==> config.mk <==
export PLATFORM = sky130hd
export DESIGN_NAME = ooo_core
export DESIGN_NICKNAME = d
export VERILOG_FILES = /design/src/ooo_pkg.sv /design/src/alu_unit.sv /design/src/dispatch_unit.sv /design/src/ooo_core.sv /design/src/register_file.sv /design/src/reorder_buffer.sv /design/src/reservation_station.sv
export SDC_FILE = /design/constraint.sdc
export NUM_CORES = 2
export LEC_CHECK = 0
export BUFFER_PORTS_ARGS = -buffer_cell sky130_fd_sc_hd__buf_4
export CORE_MARGIN = 3
export CORE_UTILIZATION = 27
export CTS_CLUSTER_DIAMETER = 80
export CTS_CLUSTER_SIZE = 40
export DETAILED_ROUTE_END_ITERATION = 10
export HOLD_SLACK_MARGIN = 0.1
export PLACE_DENSITY = 0.39
export SLEW_MARGIN = 5
export SYNTH_ARGS = -nofsm -noshare
export SYNTH_HDL_FRONTEND = slang
export SYNTH_SLANG_ARGS = --single-unit
==> constraint.sdc <==
create_clock -name clk_in -period 10.7 [get_ports clk_in]
set_clock_uncertainty 0.2 [all_clocks]
set_input_delay 1.07 -clock clk_in [delete_from_list [all_inputs] [get_ports clk_in]]
set_output_delay 1.07 -clock clk_in [all_outputs]
set_load 0.02 [all_outputs]
==> src/ooo_pkg.sv <==
// shared sizes, opcodes and bus structs for the out-of-order integer core
// one ALU, one reservation station and a reorder buffer around a register file
package ooo_pkg;

  // datapath and register file
  localparam int XLEN       = 32;
  localparam int REG_ADDR_W = 5;
  localparam int NUM_REGS   = 1 << REG_ADDR_W;

  // reorder buffer, tag is the slot index
  localparam int ROB_DEPTH = 8;
  localparam int ROB_ID_W  = 3;

  // reservation station
  localparam int RS_DEPTH = 4;
  localparam int RS_IDX_W = 2;

  typedef enum logic [3:0] {
    ADD  = 4'd0,
    SUB  = 4'd1,
    AND  = 4'd2,
    OR   = 4'd3,
    XOR  = 4'd4,
    SLL  = 4'd5,
    SRL  = 4'd6,
    SRA  = 4'd7,
    SLT  = 4'd8,
    SLTU = 4'd9
  } alu_op_e;

  // decoded instruction on the issue port
  typedef struct packed {
    alu_op_e               op;
    logic [REG_ADDR_W-1:0] rd;
    logic [REG_ADDR_W-1:0] rs1;
    logic [REG_ADDR_W-1:0] rs2;
    logic [XLEN-1:0]       imm;
    logic                  use_imm;
  } issue_req_t;

  // source operand, either a value or the tag of its producer
  typedef struct packed {
    logic                busy;
    logic [ROB_ID_W-1:0] tag;
    logic [XLEN-1:0]     value;
  } operand_t;

  typedef struct packed {
    logic                valid;
    logic [ROB_ID_W-1:0] rob_id;
    logic [XLEN-1:0]     value;
  } cdb_t;

  typedef struct packed {
    alu_op_e             op;
    logic [ROB_ID_W-1:0] rob_id;
    operand_t            src1;
    operand_t            src2;
  } rs_entry_t;

endpackage

==> src/alu_unit.sv <==
// integer ALU, result and tag registered onto the common data bus
`timescale 1ns/1ps

module alu_unit
  import ooo_pkg::*;
(
  input  logic                clk_in,
  input  logic                rst_n,
  input  logic                rdy,
  input  logic                exec_valid,
  input  alu_op_e             exec_op,
  input  logic [ROB_ID_W-1:0] exec_tag,
  input  logic [XLEN-1:0]     exec_a,
  input  logic [XLEN-1:0]     exec_b,
  output cdb_t                cdb
);

  logic [4:0]          shamt;
  logic [XLEN-1:0]     result;
  logic                bus_valid;
  logic [ROB_ID_W-1:0] bus_tag;
  logic [XLEN-1:0]     bus_value;

  assign shamt = exec_b[4:0];

  always_comb begin
    case (exec_op)
      ADD:     result = exec_a + exec_b;
      SUB:     result = exec_a - exec_b;
      AND:     result = exec_a & exec_b;
      OR:      result = exec_a | exec_b;
      XOR:     result = exec_a ^ exec_b;
      SLL:     result = exec_a << shamt;
      SRL:     result = exec_a >> shamt;
      SRA:     result = $signed(exec_a) >>> shamt;
      SLT:     result = {{(XLEN-1){1'b0}}, $signed(exec_a) < $signed(exec_b)};
      SLTU:    result = {{(XLEN-1){1'b0}}, exec_a < exec_b};
      default: result = '0;
    endcase
  end

  always_ff @(posedge clk_in or negedge rst_n) begin
    if (!rst_n) begin
      bus_valid <= 1'b0;
    end else if (rdy) begin
      bus_valid <= exec_valid;
    end
  end

  always_ff @(posedge clk_in) begin
    if (rdy && exec_valid) begin
      bus_tag   <= exec_tag;
      bus_value <= result;
    end
  end

  assign cdb = '{valid: bus_valid, rob_id: bus_tag, value: bus_value};

endmodule

==> src/dispatch_unit.sv <==
// dispatch, accepts an issue request and resolves its operands
// allocates the ROB slot and writes the RS entry on the same edge
`timescale 1ns/1ps

module dispatch_unit
  import ooo_pkg::*;
(
  input  logic                  issue_valid,
  input  issue_req_t            issue_req,
  output logic                  issue_ready,
  input  logic                  rdy,
  input  operand_t              rf_op1,
  input  operand_t              rf_op2,
  input  logic                  rob_look1_ready,
  input  logic [XLEN-1:0]       rob_look1_value,
  input  logic                  rob_look2_ready,
  input  logic [XLEN-1:0]       rob_look2_value,
  input  cdb_t                  cdb,
  input  logic [ROB_ID_W-1:0]   rob_tail_tag,
  input  logic                  rob_full,
  input  logic                  rs_full,
  output logic                  alloc_valid,
  output logic [REG_ADDR_W-1:0] alloc_rd,
  output logic                  rs_entry_valid,
  output rs_entry_t             rs_entry
);

  // busy operand: done in the ROB, or arriving on the CDB this cycle
  function automatic operand_t resolve(operand_t rf_op, logic rob_ready,
                                       logic [XLEN-1:0] rob_value, cdb_t bus);
    operand_t res;
    res = rf_op;
    if (rf_op.busy && rob_ready) begin
      res.busy  = 1'b0;
      res.value = rob_value;
    end else if (rf_op.busy && bus.valid && bus.rob_id == rf_op.tag) begin
      res.busy  = 1'b0;
      res.value = bus.value;
    end
    return res;
  endfunction

  logic accept;

  assign issue_ready = rdy && !rob_full && !rs_full;
  assign accept      = issue_valid && issue_ready;

  assign alloc_valid    = accept;
  assign alloc_rd       = issue_req.rd;
  assign rs_entry_valid = accept;

  assign rs_entry.op     = issue_req.op;
  assign rs_entry.rob_id = rob_tail_tag;
  assign rs_entry.src1   = resolve(rf_op1, rob_look1_ready, rob_look1_value, cdb);
  assign rs_entry.src2   = issue_req.use_imm ?
                           '{busy: 1'b0, tag: '0, value: issue_req.imm} :
                           resolve(rf_op2, rob_look2_ready, rob_look2_value, cdb);

endmodule

==> src/ooo_core.sv <==
// out-of-order core top, dispatch, RS, ALU and ROB around the register file
`timescale 1ns/1ps

module ooo_core
  import ooo_pkg::*;
(
  input  logic                  clk_in,
  input  logic                  rst_n,
  input  logic                  rdy,
  input  logic                  issue_valid,
  input  issue_req_t            issue_req,
  output logic                  issue_ready,
  output logic                  commit_valid,
  output logic [REG_ADDR_W-1:0] commit_rd,
  output logic [XLEN-1:0]       commit_value
);

  operand_t              rf_op1;
  operand_t              rf_op2;
  logic                  look1_ready;
  logic [XLEN-1:0]       look1_value;
  logic                  look2_ready;
  logic [XLEN-1:0]       look2_value;
  logic                  alloc_valid;
  logic [REG_ADDR_W-1:0] alloc_rd;
  logic [ROB_ID_W-1:0]   rob_tail;
  logic                  rob_full;
  logic                  rs_full;
  logic                  rs_entry_valid;
  rs_entry_t             rs_entry;
  logic                  exec_valid;
  alu_op_e               exec_op;
  logic [ROB_ID_W-1:0]   exec_tag;
  logic [XLEN-1:0]       exec_a;
  logic [XLEN-1:0]       exec_b;
  cdb_t                  cdb;
  logic [ROB_ID_W-1:0]   commit_tag;

  dispatch_unit dispatch_i (
    .issue_valid(issue_valid), .issue_req(issue_req), .issue_ready(issue_ready), .rdy(rdy),
    .rf_op1(rf_op1), .rf_op2(rf_op2),
    .rob_look1_ready(look1_ready), .rob_look1_value(look1_value),
    .rob_look2_ready(look2_ready), .rob_look2_value(look2_value),
    .cdb(cdb), .rob_tail_tag(rob_tail), .rob_full(rob_full), .rs_full(rs_full),
    .alloc_valid(alloc_valid), .alloc_rd(alloc_rd),
    .rs_entry_valid(rs_entry_valid), .rs_entry(rs_entry)
  );

  // the ROB lookups use the rename tags straight from the register file
  register_file register_file_i (
    .clk_in(clk_in), .rst_n(rst_n), .rdy(rdy),
    .rs1(issue_req.rs1), .rs2(issue_req.rs2), .op1(rf_op1), .op2(rf_op2),
    .alloc_valid(alloc_valid), .alloc_rd(alloc_rd), .alloc_tag(rob_tail),
    .commit_valid(commit_valid), .commit_rd(commit_rd),
    .commit_tag(commit_tag), .commit_value(commit_value)
  );

  reorder_buffer reorder_buffer_i (
    .clk_in(clk_in), .rst_n(rst_n), .rdy(rdy),
    .alloc_valid(alloc_valid), .alloc_rd(alloc_rd), .tail_tag(rob_tail), .full(rob_full),
    .look1_tag(rf_op1.tag), .look2_tag(rf_op2.tag),
    .look1_ready(look1_ready), .look1_value(look1_value),
    .look2_ready(look2_ready), .look2_value(look2_value),
    .cdb(cdb), .commit_valid(commit_valid), .commit_rd(commit_rd),
    .commit_tag(commit_tag), .commit_value(commit_value)
  );

  reservation_station reservation_station_i (
    .clk_in(clk_in), .rst_n(rst_n), .rdy(rdy),
    .entry_valid(rs_entry_valid), .entry(rs_entry), .full(rs_full), .cdb(cdb),
    .exec_valid(exec_valid), .exec_op(exec_op), .exec_tag(exec_tag),
    .exec_a(exec_a), .exec_b(exec_b)
  );

  alu_unit alu_unit_i (
    .clk_in(clk_in), .rst_n(rst_n), .rdy(rdy),
    .exec_valid(exec_valid), .exec_op(exec_op), .exec_tag(exec_tag),
    .exec_a(exec_a), .exec_b(exec_b), .cdb(cdb)
  );

endmodule

==> src/register_file.sv <==
// architectural register file with a rename tag per register
// two operand reads for dispatch, allocation marks busy, commit writes back
`timescale 1ns/1ps

module register_file
  import ooo_pkg::*;
(
  input  logic                  clk_in,
  input  logic                  rst_n,
  input  logic                  rdy,
  input  logic [REG_ADDR_W-1:0] rs1,
  input  logic [REG_ADDR_W-1:0] rs2,
  output operand_t              op1,
  output operand_t              op2,
  input  logic                  alloc_valid,
  input  logic [REG_ADDR_W-1:0] alloc_rd,
  input  logic [ROB_ID_W-1:0]   alloc_tag,
  input  logic                  commit_valid,
  input  logic [REG_ADDR_W-1:0] commit_rd,
  input  logic [ROB_ID_W-1:0]   commit_tag,
  input  logic [XLEN-1:0]       commit_value
);

  logic [XLEN-1:0]     regs [NUM_REGS];
  logic [ROB_ID_W-1:0] tags [NUM_REGS];
  logic [NUM_REGS-1:0] busy;

  // x0 is never written, so its reset value keeps it at zero
  assign op1 = '{busy: busy[rs1], tag: tags[rs1], value: regs[rs1]};
  assign op2 = '{busy: busy[rs2], tag: tags[rs2], value: regs[rs2]};

  always_ff @(posedge clk_in or negedge rst_n) begin
    if (!rst_n) begin
      busy <= '0;
      for (int i = 0; i < NUM_REGS; i++) begin
        regs[i] <= '0;
      end
    end else if (rdy) begin
      if (commit_valid && commit_rd != '0) begin
        regs[commit_rd] <= commit_value;
        // a newer producer keeps the register renamed
        if (tags[commit_rd] == commit_tag) begin
          busy[commit_rd] <= 1'b0;
        end
      end
      // same-cycle allocation overrides the commit clear
      if (alloc_valid && alloc_rd != '0) begin
        busy[alloc_rd] <= 1'b1;
      end
    end
  end

  always_ff @(posedge clk_in) begin
    if (rdy && alloc_valid && alloc_rd != '0) begin
      tags[alloc_rd] <= alloc_tag;
    end
  end

  x0_never_busy: assert property (@(posedge clk_in) disable iff (!rst_n) !busy[0])
    else $error("x0 marked busy");

endmodule

==> src/reorder_buffer.sv <==
// reorder buffer, holds in-flight results by tag and retires them in issue order
// also answers the operand lookups made at dispatch
`timescale 1ns/1ps

module reorder_buffer
  import ooo_pkg::*;
(
  input  logic                  clk_in,
  input  logic                  rst_n,
  input  logic                  rdy,
  input  logic                  alloc_valid,
  input  logic [REG_ADDR_W-1:0] alloc_rd,
  output logic [ROB_ID_W-1:0]   tail_tag,
  output logic                  full,
  input  logic [ROB_ID_W-1:0]   look1_tag,
  input  logic [ROB_ID_W-1:0]   look2_tag,
  output logic                  look1_ready,
  output logic [XLEN-1:0]       look1_value,
  output logic                  look2_ready,
  output logic [XLEN-1:0]       look2_value,
  input  cdb_t                  cdb,
  output logic                  commit_valid,
  output logic [REG_ADDR_W-1:0] commit_rd,
  output logic [ROB_ID_W-1:0]   commit_tag,
  output logic [XLEN-1:0]       commit_value
);

  logic [ROB_ID_W-1:0]   head;
  logic [ROB_ID_W-1:0]   tail;
  logic [ROB_ID_W:0]     count;
  logic [ROB_ID_W:0]     count_next;
  logic [ROB_DEPTH-1:0]  done;
  logic [REG_ADDR_W-1:0] dest [ROB_DEPTH];
  logic [XLEN-1:0]       result [ROB_DEPTH];
  logic [ROB_ID_W-1:0]   cdb_off;

  assign tail_tag = tail;

  assign look1_ready = done[look1_tag];
  assign look1_value = result[look1_tag];
  assign look2_ready = done[look2_tag];
  assign look2_value = result[look2_tag];

  // head retires once its result has landed
  assign commit_valid = rdy && (count != '0) && done[head];
  assign commit_rd    = dest[head];
  assign commit_tag   = head;
  assign commit_value = result[head];

  always_comb begin
    count_next = count;
    if (alloc_valid) begin
      count_next = count_next + 1'b1;
    end
    if (commit_valid) begin
      count_next = count_next - 1'b1;
    end
  end

  // full comes up through reset so nothing issues before the first clock
  always_ff @(posedge clk_in or negedge rst_n) begin
    if (!rst_n) begin
      head  <= '0;
      tail  <= '0;
      count <= '0;
      done  <= '0;
      full  <= 1'b1;
    end else if (rdy) begin
      count <= count_next;
      full  <= (count_next == (ROB_ID_W+1)'(ROB_DEPTH));
      if (commit_valid) begin
        head <= head + 1'b1;
      end
      if (cdb.valid) begin
        done[cdb.rob_id] <= 1'b1;
      end
      if (alloc_valid) begin
        done[tail] <= 1'b0;
        tail       <= tail + 1'b1;
      end
    end
  end

  always_ff @(posedge clk_in) begin
    if (rdy && alloc_valid) begin
      dest[tail] <= alloc_rd;
    end
    if (rdy && cdb.valid) begin
      result[cdb.rob_id] <= cdb.value;
    end
  end

  assign cdb_off = cdb.rob_id - head;

  no_alloc_when_full: assert property (@(posedge clk_in) disable iff (!rst_n)
    alloc_valid |-> !full) else $error("ROB allocation while full");

  cdb_hits_live_entry: assert property (@(posedge clk_in) disable iff (!rst_n)
    (rdy && cdb.valid) |-> ({1'b0, cdb_off} < count)) else $error("CDB tag not in flight");

endmodule

==> src/reservation_station.sv <==
// reservation station for the ALU, wakes operands from the CDB
// and sends the oldest entry with both operands ready
`timescale 1ns/1ps

module reservation_station
  import ooo_pkg::*;
(
  input  logic                clk_in,
  input  logic                rst_n,
  input  logic                rdy,
  input  logic                entry_valid,
  input  rs_entry_t           entry,
  output logic                full,
  input  cdb_t                cdb,
  output logic                exec_valid,
  output alu_op_e             exec_op,
  output logic [ROB_ID_W-1:0] exec_tag,
  output logic [XLEN-1:0]     exec_a,
  output logic [XLEN-1:0]     exec_b
);

  rs_entry_t           slots [RS_DEPTH];
  logic [RS_DEPTH-1:0] valid;
  logic [RS_DEPTH-1:0] ready;
  // older[j][i] set when slot j entered before slot i
  logic [RS_DEPTH-1:0] older [RS_DEPTH];
  logic                sel_valid;
  logic [RS_IDX_W-1:0] sel_idx;
  logic [RS_IDX_W-1:0] wr_idx;

  assign full = &valid;

  always_comb begin
    for (int i = 0; i < RS_DEPTH; i++) begin
      ready[i] = valid[i] && !slots[i].src1.busy && !slots[i].src2.busy;
    end
  end

  // pick the ready slot with no older ready slot
  always_comb begin
    logic blocked;
    sel_valid = 1'b0;
    sel_idx   = '0;
    for (int i = 0; i < RS_DEPTH; i++) begin
      blocked = 1'b0;
      for (int j = 0; j < RS_DEPTH; j++) begin
        if (j != i && ready[j] && older[j][i]) begin
          blocked = 1'b1;
        end
      end
      if (ready[i] && !blocked) begin
        sel_valid = 1'b1;
        sel_idx   = RS_IDX_W'(i);
      end
    end
  end

  // lowest free slot
  always_comb begin
    wr_idx = '0;
    for (int i = RS_DEPTH - 1; i >= 0; i--) begin
      if (!valid[i]) begin
        wr_idx = RS_IDX_W'(i);
      end
    end
  end

  always_ff @(posedge clk_in or negedge rst_n) begin
    if (!rst_n) begin
      valid      <= '0;
      exec_valid <= 1'b0;
    end else if (rdy) begin
      exec_valid <= sel_valid;
      if (sel_valid) begin
        valid[sel_idx] <= 1'b0;
      end
      if (entry_valid) begin
        valid[wr_idx] <= 1'b1;
      end
    end
  end

  always_ff @(posedge clk_in) begin
    if (rdy) begin
      for (int i = 0; i < RS_DEPTH; i++) begin
        if (valid[i] && cdb.valid && slots[i].src1.busy && slots[i].src1.tag == cdb.rob_id) begin
          slots[i].src1 <= '{busy: 1'b0, tag: cdb.rob_id, value: cdb.value};
        end
        if (valid[i] && cdb.valid && slots[i].src2.busy && slots[i].src2.tag == cdb.rob_id) begin
          slots[i].src2 <= '{busy: 1'b0, tag: cdb.rob_id, value: cdb.value};
        end
      end
      if (entry_valid) begin
        slots[wr_idx] <= entry;
        for (int j = 0; j < RS_DEPTH; j++) begin
          older[j][wr_idx] <= (j != wr_idx);
          older[wr_idx][j] <= 1'b0;
        end
      end
      if (sel_valid) begin
        exec_op  <= slots[sel_idx].op;
        exec_tag <= slots[sel_idx].rob_id;
        exec_a   <= slots[sel_idx].src1.value;
        exec_b   <= slots[sel_idx].src2.value;
      end
    end
  end

  no_write_when_full: assert property (@(posedge clk_in) disable iff (!rst_n)
    entry_valid |-> !full) else $error("RS write while full");

endmodule

==> flow_summary_export.csv <==
group,metric,value,unit
status,status,"finished, final reports clean",
routing,via_count,74581,
grt,antenna_found_initial,9,
yosys,yosysTopAreaCellShare,25.98,%
routing,postRouteAntennaNets,0,
grt,overflow,0,
clock_tree,holdBufCountCts,0,
placed_design,numPortBuffers,94,
yosys,seq_area_frac_synth,49.76,%
sta,rsz0062_at_grt,"no",
yosys,syn_inst,9174,
critical_path,critPathSlowestCell,"mux2i_4",
clock_tree,path_clk_slew,100,ps
run,maxCapViolations,0,
routing,dr_wl_met3,17.92,mm
critical_path,slowest_delay,950,ps
clock_tree,cts_sinks,1907,
die,die_h,626.8,um
layout,most-common-layout-cells,"o21ai_0, nand2_1, dfrtp_1",
sta,period_share,57.31,%
power_and_ir_drop,p_leak,44.55,nW
critical_path,r2r-end,"register_file_i.busy[24]$_DFFE_PN0P_",
die,rows,227,
critical_path,r2r-start,"reorder_buffer_i.commit_tag[1]$_DFFE_PN0P_",
hold_path,worstHoldPathType,"in2async",
routing,drt_iter0_drc,6383,
routing,wl_met2,198.8,mm
routing,via_per_inst,5.373,
routing,wl,406.1,mm
die,ios,95,
clock_tree,cts_max_level,4,
clock_tree,post_cts_resized,0,
critical_path,timing.critical_path.mode_cell,"buf_4",
critical_path,critical_path_class,"reg2out",
die,start_util,27.17,%
sta,max_freq,163.1,MHz
clock_tree,worst_skew_pair.late_latency,860,ps
clock_tree,cts_root_buf,"clkbuf_16",
power_and_ir_drop,ir_worst_vdd,0.3837,mV
critical_path,cp_top_family,"buffers and inverters",
die,die-area,392800,um2
yosys,synth-warning-count,0,
routing,top_layer,"met5",
yosys,synth_edf_count,817,
grt,grt_pass1_vias,75168,
yosys,synth.area.top_cells,"dfrtp_1, edfxtp_1, mux4_2, mux2i_1, o21ai_0",
die,fp.dieW,626.8,um
critical_path,path_buf_inv,4,
routing,wl_per_cell,29.25,um
layout,mostFrequentLayoutCell,"o21ai_0",
sta,worst_pin_slew,1251,ps
clock_tree,post_cts_buffers,0,
yosys,synth_top_area_cell,"dfrtp_1",
layout,layout.nets,8897,
critical_path,rrSetupSlack,4720,ps
sta,setup_viol,0,
die,coreArea,382900,um2
routing,wl_met1,176.6,mm
placed_design,dpl.hpwl,252.1,mm
critical_path,worstPathRequired,9430,ps
critical_path,ff2ff_path_depth,10,
critical_path,startpoint_type,"flip-flop",
clock_tree,cts_buffers,138,
critical_path,path_cells,"buf_4 -> buf_4 -> mux4_2 -> mux2i_4 -> inv_1 -> buf_4",
grt,grt_pass1_wl,580.8,mm
sta,fin_worst_hold_slack,152.4,ps
routing,drc,0,
sta,fin_setup_tns,0,ps
placed_design,place.gp.congestion,0.8809,
yosys,synth-async-reset-ratio,56.69,%
grt,grt_use_total,20.33,%
yosys,synth_seq_cells,1907,
grt,grt_max_degree,147,
sta,slew_headroom,14.80,%
sta,finalHoldViolations,0,
layout,syn_to_final_growth,10.49,%
critical_path,worstPathMaxFanout,41,
clock_tree,cts_tree,"done",
critical_path,endpoint_kind,"output pin",
critical_path,worstPathArrival,4860,ps
layout,drive_gt1_share,16.57,%
sta,period_needed,6132,ps
clock_tree,max-clock-path-buffers,4,
routing,dr.pass1.iters,5,
yosys,syn_area,104000,um2
sta,slew_viol_final,0,
yosys,ys.flop_type,"dfrtp_1",
yosys,yosysUniqueCellTypes,88,
yosys,avgSynthCellArea,11.34,um2
power_and_ir_drop,power_density,232.6,nW/um2
==> synth_stat cells, drive strengths merged, types with 12 or more instances <==
| library cell | number |
|---|---|
| nor3b | 12 |
| and2 | 22 |
| a31oi | 43 |
| buf | 227 |
| a22oi | 222 |
| a21oi | 234 |
| dfrtp | 1080 |
| or3 | 15 |
| xor2 | 31 |
| a22o | 34 |
| a21o | 20 |
| nor2 | 449 |
| nand4 | 53 |
| a211oi | 49 |
| o21bai | 13 |
| and3 | 13 |
| mux2 | 139 |
| nand2b | 24 |
| clkbuf | 643 |
| or2 | 13 |
| nor2b | 19 |
| mux4 | 645 |
| nor3 | 55 |
| a221oi | 61 |
| o21ai | 1490 |
| mux2i | 762 |
| nand2 | 1423 |
| nand3 | 95 |
| ha | 102 |
| edfxtp | 817 |
| o211ai | 22 |
| xnor2 | 13 |
| inv | 146 |
| o22ai | 19 |
==> state kept, by name, summed over array words and instances (netlist names), 8 cells and up <==
| signal | cells |
|---|---|
| reorder_buffer_i.done | 8 |
| reservation_station_i.exec_a | 32 |
| reservation_station_i.slots | 316 |
| register_file_i.regs | 1024 |
| reorder_buffer_i.dest | 40 |
| reorder_buffer_i.result | 256 |
| reservation_station_i.exec_b | 32 |
| alu_unit_i.bus_value | 32 |
| reservation_station_i.older | 12 |
| register_file_i.busy | 32 |
| register_file_i.tags | 96 |
==> worst max path at each step <==
| stage | slack [ps] | cells after the start | end | startpoint |
|---|---|---|---|---|
| 3_5_place_dp | 3890 | 13 | reservation_station_i.slots[2][29]$_DFFE_PP_ | issue_req[34] |
| 6_report | 4570 | 6 | commit_value[26] | reorder_buffer_i.commit_tag[1]$_DFFE_PN0P_ |
| 3_3_place_gp | 3970 | 13 | reservation_station_i.slots[2][29]$_DFFE_PP_ | issue_req[34] |
| 5_1_grt | 4430 | 6 | commit_value[26] | reorder_buffer_i.commit_tag[1]$_DFFE_PN0P_ |
| 4_1_cts | 4510 | 6 | commit_value[26] | reorder_buffer_i.commit_tag[1]$_DFFE_PN0P_ |
| 2_1_floorplan | 4600 | 4 | reservation_station_i.slots[0][36]$_DFFE_PP_ | rdy |
==> power by group <==
part / switching [mW] / leakage (nW) / internal (mW) / total [mW]
Sequential: 1.16 / 22.2 / 9.24 / 10.4
Clock: 3.08 / 2.29 / 2.77 / 5.85
Combinational: 6.88 / 20.1 / 3.62 / 10.5
Total: 11.1 / 44.6 / 15.6 / 26.7
==> cells by family (layout without fill, tap and decap cells) <==
logic type	count (synthesis)	count (layout)	share of synthesized area, %
buffers and inverters	1017	676	3.914
AOI/OAI and AO/OA	2333	2333	13.12
other	1	11	0.003604
xor gates and xnor gates	44	44	0.3704
adders and majority gates	104	104	1.265
muxes	1546	1546	22.84
DFF	1907	1907	49.76
and+or+nand+nor	2222	2222	8.730
==> per-stage QoR <==
stage	worst slack [ps]	util [%]	cells	area, um2	total power [mW]
global placement	3969	28.78	13635	110200	20.95
CTS	4511	30.02	13873	114900	26.99
finish	4568	30.02	13881	115000	26.74
global route	4433	30.02	13875	114900	28.23
detailed placement	3886	28.78	13635	110200	21.06
floorplan	4596	-	9176	104000	16.73
==> area by class of cell <==
type,instances,area [um2]
Tap cell,5038,6304
Sequential cell,1907,51780
Fill cell,38846,267900
Multi-Input combinational cell,6252,49150
Clock inverter,82,1104
Timing Repair Buffer,291,2407
Antenna cell,8,20.02
Inverter,147,551.8
Clock buffer,156,3636
==> metal layers <==
layer	global-route usage, %	vias up
li1	-	33114
met1	27.09	38805
met2	34.70	2134
met3	2.251	524
met4	5.923	4
met5	0	-
Note: power is estimated with default switching activity, not from simulation.
